**src/csr_addr_pkg.sv**
```systemverilog
package csr_addr_pkg;

    // register and address widths
    localparam int DATA_W = 32;
    localparam int ADDR_W = 14;

    // kept csr addresses
    typedef enum logic [ADDR_W-1:0] {
        CSR_CRMD   = 14'h000,
        CSR_PRMD   = 14'h001,
        CSR_ECFG   = 14'h004,
        CSR_ESTAT  = 14'h005,
        CSR_ERA    = 14'h006,
        CSR_BADV   = 14'h007,
        CSR_EENTRY = 14'h00C,
        // save register i lives at CSR_SAVE0 + i
        CSR_SAVE0  = 14'h030,
        CSR_TID    = 14'h040,
        CSR_TCFG   = 14'h041,
        CSR_TVAL   = 14'h042,
        CSR_TICLR  = 14'h044
    } csr_addr_e;

endpackage

```
**src/csr_field_pkg.sv**
```systemverilog
package csr_field_pkg;

    // exception codes held in estat
    typedef enum logic [5:0] {
        ECODE_INT  = 6'h00,
        ECODE_SYS  = 6'h0B,
        ECODE_TLBR = 6'h3F
    } ecode_e;

    // interrupt status layout
    localparam int IS_W      = 13;
    localparam int HW_INT_W  = 8;
    localparam int HW_INT_LO = 2;
    localparam int TI_BIT    = 11;

    // estat code fields
    localparam int ESTAT_ECODE_LO   = 16;
    localparam int ESTAT_SUBCODE_LO = 22;
    localparam int ESTAT_SUBCODE_W  = 9;

    // crmd fields, prmd reuses the plv and ie positions
    localparam int CRMD_PLV_LO  = 0;
    localparam int CRMD_PLV_HI  = 1;
    localparam int CRMD_IE      = 2;
    localparam int CRMD_DA      = 3;
    localparam int CRMD_PG      = 4;
    localparam int CRMD_DATF_LO = 5;
    localparam int CRMD_DATF_HI = 6;
    localparam int CRMD_DATM_LO = 7;
    localparam int CRMD_DATM_HI = 8;

    // tcfg fields
    localparam int TCFG_EN         = 0;
    localparam int TCFG_PERIODIC   = 1;
    localparam int TCFG_INITVAL_LO = 2;
    localparam int TCFG_INITVAL_HI = 31;

    localparam logic [csr_addr_pkg::DATA_W-1:0] CRMD_RESET = 32'h0000_0008;

    // writable bits per register
    localparam logic [csr_addr_pkg::DATA_W-1:0] CRMD_MASK   = 32'h0000_01FF;
    localparam logic [csr_addr_pkg::DATA_W-1:0] PRMD_MASK   = 32'h0000_0007;
    localparam logic [csr_addr_pkg::DATA_W-1:0] ECFG_MASK   = 32'h0000_1FFF;
    localparam logic [csr_addr_pkg::DATA_W-1:0] ESTAT_MASK  = 32'h0000_0003;
    localparam logic [csr_addr_pkg::DATA_W-1:0] EENTRY_MASK = 32'hFFFF_FFC0;
    localparam logic [csr_addr_pkg::DATA_W-1:0] TCFG_MASK   = 32'hFFFF_FFFF;
    localparam logic [csr_addr_pkg::DATA_W-1:0] FULL_MASK   = 32'hFFFF_FFFF;

endpackage

```
**src/csr_decode.sv**
```systemverilog
`timescale 1ns/1ps

module csr_decode #(
    parameter int NUM_SAVE = 4
) (
    input  logic                                            sw_en,
    input  logic                                            wen,
    input  logic [csr_addr_pkg::ADDR_W-1:0]                 addr,
    input  logic [csr_addr_pkg::DATA_W-1:0]                 crmd_q,
    input  logic [csr_addr_pkg::DATA_W-1:0]                 prmd_q,
    input  logic [csr_addr_pkg::DATA_W-1:0]                 ecfg_q,
    input  logic [csr_addr_pkg::DATA_W-1:0]                 estat_q,
    input  logic [csr_addr_pkg::DATA_W-1:0]                 era_q,
    input  logic [csr_addr_pkg::DATA_W-1:0]                 badv_q,
    input  logic [csr_addr_pkg::DATA_W-1:0]                 eentry_q,
    input  logic [csr_addr_pkg::DATA_W-1:0]                 tcfg_q,
    input  logic [csr_addr_pkg::DATA_W-1:0]                 tval_q,
    input  logic [csr_addr_pkg::DATA_W-1:0]                 tid_q,
    input  logic [NUM_SAVE-1:0][csr_addr_pkg::DATA_W-1:0]   save_q,
    output logic                                            crmd_we,
    output logic                                            prmd_we,
    output logic                                            ecfg_we,
    output logic                                            estat_we,
    output logic                                            era_we_sw,
    output logic                                            badv_we_sw,
    output logic                                            eentry_we,
    output logic                                            tcfg_we,
    output logic                                            ticlr_we,
    output logic [NUM_SAVE-1:0]                             save_we,
    output logic                                            tid_we,
    output logic [csr_addr_pkg::DATA_W-1:0]                 rdata
);
    import csr_addr_pkg::*;

    logic              wr;
    logic [ADDR_W-1:0] save_off;

    assign wr = sw_en & wen;
    // below CSR_SAVE0 this wraps high and matches no save slot
    assign save_off = addr - CSR_SAVE0;

    always_comb begin
        crmd_we    = 1'b0;
        prmd_we    = 1'b0;
        ecfg_we    = 1'b0;
        estat_we   = 1'b0;
        era_we_sw  = 1'b0;
        badv_we_sw = 1'b0;
        eentry_we  = 1'b0;
        tcfg_we    = 1'b0;
        ticlr_we   = 1'b0;
        tid_we     = 1'b0;
        save_we    = '0;
        rdata      = '0;
        case (addr)
            CSR_CRMD:   begin crmd_we    = wr; rdata = crmd_q;   end
            CSR_PRMD:   begin prmd_we    = wr; rdata = prmd_q;   end
            CSR_ECFG:   begin ecfg_we    = wr; rdata = ecfg_q;   end
            CSR_ESTAT:  begin estat_we   = wr; rdata = estat_q;  end
            CSR_ERA:    begin era_we_sw  = wr; rdata = era_q;    end
            CSR_BADV:   begin badv_we_sw = wr; rdata = badv_q;   end
            CSR_EENTRY: begin eentry_we  = wr; rdata = eentry_q; end
            CSR_TID:    begin tid_we     = wr; rdata = tid_q;    end
            CSR_TCFG:   begin tcfg_we    = wr; rdata = tcfg_q;   end
            CSR_TVAL:   rdata = tval_q;
            // ticlr is write only and reads back as zero
            CSR_TICLR:  ticlr_we = wr;
            default: begin
                for (int i = 0; i < NUM_SAVE; i++) begin
                    if (save_off == ADDR_W'(i)) begin
                        save_we[i] = wr;
                        rdata      = save_q[i];
                    end
                end
            end
        endcase
    end

endmodule

```
**src/csr_save_bank.sv**
```systemverilog
`timescale 1ns/1ps

module csr_save_bank #(
    parameter int NUM_SAVE = 4
) (
    input  logic                                            clk,
    input  logic                                            aresetn,
    input  logic [csr_addr_pkg::DATA_W-1:0]                 wdata,
    input  logic [NUM_SAVE-1:0]                             save_we,
    input  logic                                            tid_we,
    output logic [NUM_SAVE-1:0][csr_addr_pkg::DATA_W-1:0]   save_q,
    output logic [csr_addr_pkg::DATA_W-1:0]                 tid_q
);
    import csr_field_pkg::*;

    always_ff @(posedge clk) begin
        if (!aresetn) begin
            save_q <= '0;
            tid_q  <= '0;
        end else begin
            // one-hot strobe, at most one slot per cycle
            for (int i = 0; i < NUM_SAVE; i++) begin
                if (save_we[i]) begin
                    save_q[i] <= wdata & FULL_MASK;
                end
            end
            if (tid_we) begin
                tid_q <= wdata & FULL_MASK;
            end
        end
    end

endmodule

```
**src/csr_timer.sv**
```systemverilog
`timescale 1ns/1ps

module csr_timer (
    input  logic                            clk,
    input  logic                            aresetn,
    input  logic [csr_addr_pkg::DATA_W-1:0] wdata,
    input  logic                            tcfg_we,
    input  logic                            ticlr_we,
    output logic [csr_addr_pkg::DATA_W-1:0] tcfg_q,
    output logic [csr_addr_pkg::DATA_W-1:0] tval_q,
    output logic                            timer_int
);
    import csr_addr_pkg::*;
    import csr_field_pkg::*;

    logic [DATA_W-1:0] tcfg_wr;
    logic [DATA_W-1:0] reload_val;
    logic              expired;

    assign tcfg_wr = wdata & TCFG_MASK;
    // count starts at initval*4 + 1 so a zero initval still expires
    assign reload_val = {tcfg_q[TCFG_INITVAL_HI:TCFG_INITVAL_LO], 2'b01};

    always_ff @(posedge clk) begin
        if (!aresetn) begin
            tcfg_q  <= '0;
            tval_q  <= '0;
            expired <= 1'b0;
        end else if (tcfg_we) begin
            tcfg_q  <= tcfg_wr;
            tval_q  <= {tcfg_wr[TCFG_INITVAL_HI:TCFG_INITVAL_LO], 2'b01};
            expired <= 1'b0;
        end else if (tval_q == '0) begin
            expired <= 1'b0;
            if (tcfg_q[TCFG_PERIODIC]) begin
                tval_q <= reload_val;
            end
        end else if (tcfg_q[TCFG_EN]) begin
            tval_q  <= tval_q - 1'b1;
            expired <= (tval_q == DATA_W'(1));
        end
    end

    // sticky until software clears it
    always_ff @(posedge clk) begin
        if (!aresetn) begin
            timer_int <= 1'b0;
        end else if (ticlr_we) begin
            timer_int <= 1'b0;
        end else if (expired) begin
            timer_int <= 1'b1;
        end
    end

endmodule

```
**src/csr_top.sv**
```systemverilog
`timescale 1ns/1ps

module csr_top #(
    parameter int NUM_SAVE = 4
) (
    input  logic                                clk,
    input  logic                                aresetn,
    input  logic                                sw_en,
    input  logic                                wen,
    input  logic [csr_addr_pkg::ADDR_W-1:0]     addr,
    input  logic [csr_addr_pkg::DATA_W-1:0]     wdata,
    input  logic                                exception,
    input  logic                                ertn,
    input  logic                                tlb_refill,
    input  logic [6:0]                          ecode_in,
    input  logic                                ecode_we,
    input  logic                                era_we,
    input  logic                                badv_we,
    input  logic [csr_addr_pkg::DATA_W-1:0]     era_in,
    input  logic [csr_addr_pkg::DATA_W-1:0]     badv_in,
    input  logic [csr_field_pkg::HW_INT_W-1:0]  hw_int,
    output logic [csr_addr_pkg::DATA_W-1:0]     rdata,
    output logic [csr_addr_pkg::DATA_W-1:0]     crmd,
    output logic [csr_addr_pkg::DATA_W-1:0]     estat,
    output logic [csr_addr_pkg::DATA_W-1:0]     era,
    output logic [csr_addr_pkg::DATA_W-1:0]     eentry,
    output logic                                cpu_interrupt,
    output logic                                idle_over
);
    import csr_addr_pkg::*;

    // decoded write strobes
    logic crmd_we, prmd_we, ecfg_we, estat_we;
    logic era_we_sw, badv_we_sw, eentry_we;
    logic tcfg_we, ticlr_we, tid_we;
    logic [NUM_SAVE-1:0] save_we;

    // register values back to the read mux
    logic [DATA_W-1:0] prmd_q, ecfg_q, badv_q;
    logic [DATA_W-1:0] tcfg_q, tval_q, tid_q;
    logic [NUM_SAVE-1:0][DATA_W-1:0] save_q;
    logic timer_int;

    csr_decode #(.NUM_SAVE(NUM_SAVE)) u_decode (
        .sw_en(sw_en), .wen(wen), .addr(addr),
        .crmd_q(crmd), .prmd_q(prmd_q), .ecfg_q(ecfg_q), .estat_q(estat),
        .era_q(era), .badv_q(badv_q), .eentry_q(eentry),
        .tcfg_q(tcfg_q), .tval_q(tval_q), .tid_q(tid_q), .save_q(save_q),
        .crmd_we(crmd_we), .prmd_we(prmd_we), .ecfg_we(ecfg_we), .estat_we(estat_we),
        .era_we_sw(era_we_sw), .badv_we_sw(badv_we_sw), .eentry_we(eentry_we),
        .tcfg_we(tcfg_we), .ticlr_we(ticlr_we), .save_we(save_we), .tid_we(tid_we),
        .rdata(rdata)
    );

    csr_trap_ctrl u_trap_ctrl (
        .clk(clk), .aresetn(aresetn), .wdata(wdata),
        .crmd_we(crmd_we), .prmd_we(prmd_we), .ecfg_we(ecfg_we), .estat_we(estat_we),
        .era_we_sw(era_we_sw), .badv_we_sw(badv_we_sw), .eentry_we(eentry_we),
        .exception(exception), .ertn(ertn), .tlb_refill(tlb_refill),
        .ecode_in(ecode_in), .ecode_we(ecode_we),
        .era_in(era_in), .era_we(era_we), .badv_in(badv_in), .badv_we(badv_we),
        .hw_int(hw_int), .timer_int(timer_int),
        .crmd_q(crmd), .prmd_q(prmd_q), .ecfg_q(ecfg_q), .estat_q(estat),
        .era_q(era), .badv_q(badv_q), .eentry_q(eentry),
        .cpu_interrupt(cpu_interrupt), .idle_over(idle_over)
    );

    csr_timer u_timer (
        .clk(clk), .aresetn(aresetn), .wdata(wdata),
        .tcfg_we(tcfg_we), .ticlr_we(ticlr_we),
        .tcfg_q(tcfg_q), .tval_q(tval_q), .timer_int(timer_int)
    );

    csr_save_bank #(.NUM_SAVE(NUM_SAVE)) u_save_bank (
        .clk(clk), .aresetn(aresetn), .wdata(wdata),
        .save_we(save_we), .tid_we(tid_we),
        .save_q(save_q), .tid_q(tid_q)
    );

endmodule

```
**src/csr_trap_ctrl.sv**
```systemverilog
`timescale 1ns/1ps

module csr_trap_ctrl (
    input  logic                                clk,
    input  logic                                aresetn,
    input  logic [csr_addr_pkg::DATA_W-1:0]     wdata,
    input  logic                                crmd_we,
    input  logic                                prmd_we,
    input  logic                                ecfg_we,
    input  logic                                estat_we,
    input  logic                                era_we_sw,
    input  logic                                badv_we_sw,
    input  logic                                eentry_we,
    input  logic                                exception,
    input  logic                                ertn,
    input  logic                                tlb_refill,
    input  logic [6:0]                          ecode_in,
    input  logic                                ecode_we,
    input  logic [csr_addr_pkg::DATA_W-1:0]     era_in,
    input  logic                                era_we,
    input  logic [csr_addr_pkg::DATA_W-1:0]     badv_in,
    input  logic                                badv_we,
    input  logic [csr_field_pkg::HW_INT_W-1:0]  hw_int,
    input  logic                                timer_int,
    output logic [csr_addr_pkg::DATA_W-1:0]     crmd_q,
    output logic [csr_addr_pkg::DATA_W-1:0]     prmd_q,
    output logic [csr_addr_pkg::DATA_W-1:0]     ecfg_q,
    output logic [csr_addr_pkg::DATA_W-1:0]     estat_q,
    output logic [csr_addr_pkg::DATA_W-1:0]     era_q,
    output logic [csr_addr_pkg::DATA_W-1:0]     badv_q,
    output logic [csr_addr_pkg::DATA_W-1:0]     eentry_q,
    output logic                                cpu_interrupt,
    output logic                                idle_over
);
    import csr_addr_pkg::*;
    import csr_field_pkg::*;

    logic [DATA_W-1:0]          crmd_wr;
    logic [DATA_W-1:0]          estat_wr;
    logic [1:0]                 soft_r;
    ecode_e                     ecode_r;
    logic [ESTAT_SUBCODE_W-1:0] subcode_r;
    logic [IS_W-1:0]            is_bits;

    // an equal pg/da pair is illegal, so the old translation mode is kept
    always_comb begin
        crmd_wr = wdata & CRMD_MASK;
        if (wdata[CRMD_PG] == wdata[CRMD_DA]) begin
            crmd_wr[CRMD_PG] = crmd_q[CRMD_PG];
            crmd_wr[CRMD_DA] = crmd_q[CRMD_DA];
        end
    end

    always_ff @(posedge clk) begin
        if (!aresetn) begin
            crmd_q <= CRMD_RESET;
        end else if (ertn) begin
            crmd_q[CRMD_PLV_HI:CRMD_PLV_LO] <= prmd_q[CRMD_PLV_HI:CRMD_PLV_LO];
            crmd_q[CRMD_IE]                 <= prmd_q[CRMD_IE];
            // back from the refill handler into paged mode
            if (ecode_r == ECODE_TLBR) begin
                crmd_q[CRMD_DA] <= 1'b0;
                crmd_q[CRMD_PG] <= 1'b1;
            end
        end else if (exception) begin
            crmd_q[CRMD_PLV_HI:CRMD_PLV_LO] <= 2'b00;
            crmd_q[CRMD_IE]                 <= 1'b0;
            if (tlb_refill) begin
                crmd_q[CRMD_DA] <= 1'b1;
                crmd_q[CRMD_PG] <= 1'b0;
            end
        end else if (crmd_we) begin
            crmd_q <= crmd_wr;
        end
    end

    always_ff @(posedge clk) begin
        if (!aresetn) begin
            prmd_q <= '0;
        end else if (exception) begin
            prmd_q[CRMD_IE:CRMD_PLV_LO] <= crmd_q[CRMD_IE:CRMD_PLV_LO];
        end else if (prmd_we) begin
            prmd_q <= wdata & PRMD_MASK;
        end
    end

    // software only registers
    always_ff @(posedge clk) begin
        if (!aresetn) begin
            ecfg_q   <= '0;
            eentry_q <= '0;
        end else begin
            if (ecfg_we) begin
                ecfg_q <= wdata & ECFG_MASK;
            end
            if (eentry_we) begin
                eentry_q <= wdata & EENTRY_MASK;
            end
        end
    end

    // hardware strobes win over software writes
    always_ff @(posedge clk) begin
        if (!aresetn) begin
            era_q  <= '0;
            badv_q <= '0;
        end else begin
            if (era_we) begin
                era_q <= era_in;
            end else if (era_we_sw) begin
                era_q <= wdata & FULL_MASK;
            end
            if (badv_we) begin
                badv_q <= badv_in;
            end else if (badv_we_sw) begin
                badv_q <= wdata & FULL_MASK;
            end
        end
    end

    assign estat_wr = wdata & ESTAT_MASK;

    always_ff @(posedge clk) begin
        if (!aresetn) begin
            soft_r    <= '0;
            ecode_r   <= ECODE_INT;
            subcode_r <= '0;
        end else if (ecode_we) begin
            ecode_r   <= ecode_e'(ecode_in[5:0]);
            // subcode only means something for a nonzero code
            subcode_r <= (ecode_in[5:0] == ECODE_INT) ? '0 : ESTAT_SUBCODE_W'(ecode_in[6]);
        end else if (estat_we) begin
            soft_r <= estat_wr[1:0];
        end
    end

    always_comb begin
        is_bits                        = '0;
        is_bits[1:0]                   = soft_r;
        is_bits[HW_INT_LO +: HW_INT_W] = hw_int;
        is_bits[TI_BIT]                = timer_int;
    end

    always_comb begin
        estat_q                                        = '0;
        estat_q[IS_W-1:0]                              = is_bits;
        estat_q[ESTAT_ECODE_LO +: $bits(ecode_e)]      = ecode_r;
        estat_q[ESTAT_SUBCODE_LO +: ESTAT_SUBCODE_W]   = subcode_r;
    end

    assign cpu_interrupt = crmd_q[CRMD_IE] & (|(ecfg_q[IS_W-1:0] & is_bits));
    // any pending source wakes the core, enabled or not
    assign idle_over     = |is_bits;

endmodule

```
**config.mk**
```make
export PLATFORM = sky130hd
export DESIGN_NAME = csr_top
export DESIGN_NICKNAME = d
export VERILOG_FILES = /design/src/csr_addr_pkg.sv /design/src/csr_field_pkg.sv /design/src/csr_decode.sv /design/src/csr_save_bank.sv /design/src/csr_timer.sv /design/src/csr_top.sv /design/src/csr_trap_ctrl.sv
export SDC_FILE = /design/constraint.sdc
export NUM_CORES = 1
export LEC_CHECK = 0
export BUFFER_PORTS_ARGS = -buffer_cell sky130_fd_sc_hd__buf_2
export CAP_MARGIN = 20
export CORE_MARGIN = 10
export CORE_UTILIZATION = 45
export DETAILED_ROUTE_END_ITERATION = 10
export HOLD_SLACK_MARGIN = 0.03
export PLACE_DENSITY = 0.69
export SYNTH_ARGS = -nofsm -noshare
export SYNTH_HDL_FRONTEND = slang
export SYNTH_SLANG_ARGS = --single-unit
```
**constraint.sdc**
```tcl
create_clock -name clk -period 2.74 [get_ports clk]
set_input_delay 0.274 -clock clk [delete_from_list [all_inputs] [get_ports clk]]
set_output_delay 0.274 -clock clk [all_outputs]
set_load 0.05 [all_outputs]
```
==> out/metrics.cfg <==
[logic_synthesis]
yosys-top-cells-count=nand2_1 (494), dfxtp_1 (350), a21oi_1 (178)
yosysTopAreaCellShare_pct=41.1
synth_area_leaders=dfxtp_1 (41%), nand2_1 (11%), mux2i_1 (6.8%)
synth_area_um2=17100
dominantRegCellSynth=dfxtp_1
syn_area_per_cell_um2=8.17
ys_types=69
ys_seq_elements=350
synthArstFlopShare_pct=0
yosysSeqAreaShare_pct=41.1
synth_top_area_cell=dfxtp_1
synth_most_common_cell=nand2_1
syn-instance-count=2087
yosysWarnings=0
synth_edf_count=0

[cells_and_area]
final_nets=2549
drive_gt1_share_pct=24.1
fin_util_pct=58.6
finalInstanceArea_um2=22000
syn_to_final_growth_pct=28.9

[clocking]
cts-root-buf=clkbuf_16
clk_pin_slew_ps=60
cts_tree=done
cts.sink_count=350
cts_inserted_buffers=38
cts_max_level=2
insertion_delay_ps=550
cts_buffer_depth=3

[drt]
wl_per_cell_um=23.5
wl_um=69400
viasPerCell=5.94
firstDrtPassIters=7
vias=17500
drt_iter0_markers=2642
drc=0
antenna_left=0

[setup_path]
cp-end-kind=output pin
path_max_fanout=18
critPathRequiredTime_ps=2470
cp-start-kind=input port
cp.arrival_ps=2450
path_class=in -> out

[worst_hold_path]
hold_class=in -> reg

[place]
port_buffers=253
place_ws_ps=-228
gp_congestion=0.987
place_area_um2=19900
dp_hpwl_um=47900

[sta]
finalHoldViolations=0
fin_skew_ps=11.8
finalWorstSetupSlack_ps=19.2
clock.fmax_mhz=368
drv_slew=0
rsz0062_at_grt=true
slew_headroom_pct=28.7
worst_slew_pin_slew_ps=1070
finalSetupViolCount=0
fin_crit_ps=2720
post-route-period-util_pct=99.3

[status]
run_status=finished, final reports clean

[power]
p_leak_nw=8.71
vdd_ir_drop_max_uv=499
powerDensity_nw_per_um2=545

[job]
cap_violations=0

[global_routing]
grt.overflow.total=0
grt_pass1_vias=17300
grt_pass1_wl_um=105000
grt_usage_pct=28.6
grt_max_degree=113
antenna_found_initial=4

[die]
die_area_um2=46100
rows=71
fp.dieH_um=215
core_area_um2=37500
chipWidth_um=215
start_util_pct=45.5
io_pins=297

-- timing repair --
item / in CTS / in global routing
setup endpoints to repair: 32 / 31
buffers inserted: 0 / 3
hold buffers: 65 / 0
pin swaps: 0 / 3
gates cloned: 0 / 1
resized for setup: 15 / 11
endpoints found under the hold margin: 65 / 0
-- kinds of logic after synthesis --
logic type	count (synthesis)	synth area share [%]
AO/OA/AOI/OAI	490	19.2
adder cells (fa/ha/maj)	2	0.147
other	1	0.0220
multiplexers	192	12.2
buffers and inverters	245	6.72
XOR/XNOR	5	0.257
flip-flops	350	41.1
AND/OR/NAND/NOR	802	20.4
-- worst max-delay path, stage by stage --
cell and delay (ps):
buf_2 110, nor4_4 310, nand2_1 160, or3_4 430, buf_4 180, nor2_2 150
buf_12 190, a222oi_1 100, and3_1 230, o21ai_2 130, buf_12 170
-- cell usage in the layout, fill, tap and decap left out, types with 6 or more instances in the layout --
master | Yosys | final
nand4_1 | 27 | 27
mux2i_1 | 115 | 115
o21ai_0 | 46 | 36
dfxtp_1 | 350 | 350
and2_1 | 6 | 6
inv_1 | 6 | 6
o21ai_2 | 0 | 9
nor3_1 | 24 | 20
a222oi_1 | 48 | 48
or4_1 | 8 | 7
a21oi_1 | 178 | 177
dlygate4sd3_1 | 0 | 65
clkbuf_16 | 0 | 41
clkbuf_1 | 149 | 6
a31oi_1 | 13 | 13
nor2_1 | 152 | 148
clkbuf_8 | 0 | 6
nand2_1 | 494 | 494
conb_1 | 1 | 43
nor2b_1 | 7 | 7
nor4_1 | 20 | 16
a21boi_0 | 91 | 91
a221oi_1 | 13 | 13
and3_1 | 13 | 13
buf_6 | 0 | 6
mux2_2 | 61 | 61
or3_1 | 8 | 7
buf_12 | 0 | 41
buf_2 | 24 | 224
nand3_1 | 19 | 19
clkinv_2 | 0 | 8
a22o_1 | 9 | 9
buf_4 | 52 | 144
a22oi_1 | 56 | 56
mux2_1 | 11 | 11
-- report_power, final --
group / switching, mW / leakage (nW) / internal, mW
combinational: 0.824 / 5.22 / 0.394
clock: 2.20 / 0.658 / 3.36
sequential: 0.0559 / 2.83 / 5.15
-- state kept, by name (all words and copies together), names as in the netlist --
name / cells
u_timer.timer_int: 1
u_trap_ctrl.crmd_q: 9
u_trap_ctrl.eentry_q: 26
u_trap_ctrl.soft_r: 2
u_timer.tcfg_q: 32
u_trap_ctrl.ecode_r: 6
u_save_bank.tid_q: 32
u_save_bank.save_q: 128
u_trap_ctrl.badv_q: 32
u_trap_ctrl.ecfg_q: 13
u_trap_ctrl.era_q: 32
u_trap_ctrl.subcode_r: 1
u_timer.tval_q: 32
u_timer.expired: 1
u_trap_ctrl.prmd_q: 3
-- final cells by class --
type / count / area (um^2)
fillers: 3247 / 15500
multi-input cells: 1534 / 9210
clock buffers: 53 / 1130
repair buffers: 481 / 3750
flip-flops and latches: 350 / 7010
clock inverters: 15 / 205
diodes: 2 / 5.00
well taps: 511 / 639
inverters: 7 / 31.3
-- path summary, 6_finish.rpt --
check | startpoint | end | slack [ps] | depth (start not counted)
min | ecode_in[5] | u_trap_ctrl.ecode_r[5] | 70 | 3
max | addr[13] | rdata[29] | 20 | 11
max reg2reg | u_timer.tval_q[10] | u_timer.tval_q[17] | 100 | 8
min reg2reg | u_save_bank.tid_q[21] | u_save_bank.tid_q[21] | 450 | 2
-- stage by stage --
| stage | setup TNS, ps | std cells | hold slack (ps) | power, mW |
|---|---|---|---|---|
| 5_1_grt | -108 | 2953 | 82.2 | 12.2 |
| 6_report | 0 | 2953 | 72.4 | 12.0 |
| 2_1_floorplan | -58.0 | 2129 | 400 | 6.09 |
| 3_5_place_dp | -8880 | 2814 | 444 | 6.42 |
| 3_3_place_gp | -7040 | 2814 | 438 | 6.40 |
| 4_1_cts | 0 | 2947 | 41.1 | 12.0 |
-- layer usage --
metal / share of wire (%) / track usage (%) / routed length (um) / vias to the layer above
met2: 45 / 44.7 / 31000 / 1093
met5: 0.033 / 0 / 23 / -
li1: - / - / - / 7918
met1: 41 / 38.2 / 28200 / 8363
met4: 3.2 / 10.2 / 2260 / 4
met3: 11 / 6.32 / 7860 / 167
Power figures use the tool's default switching activity.
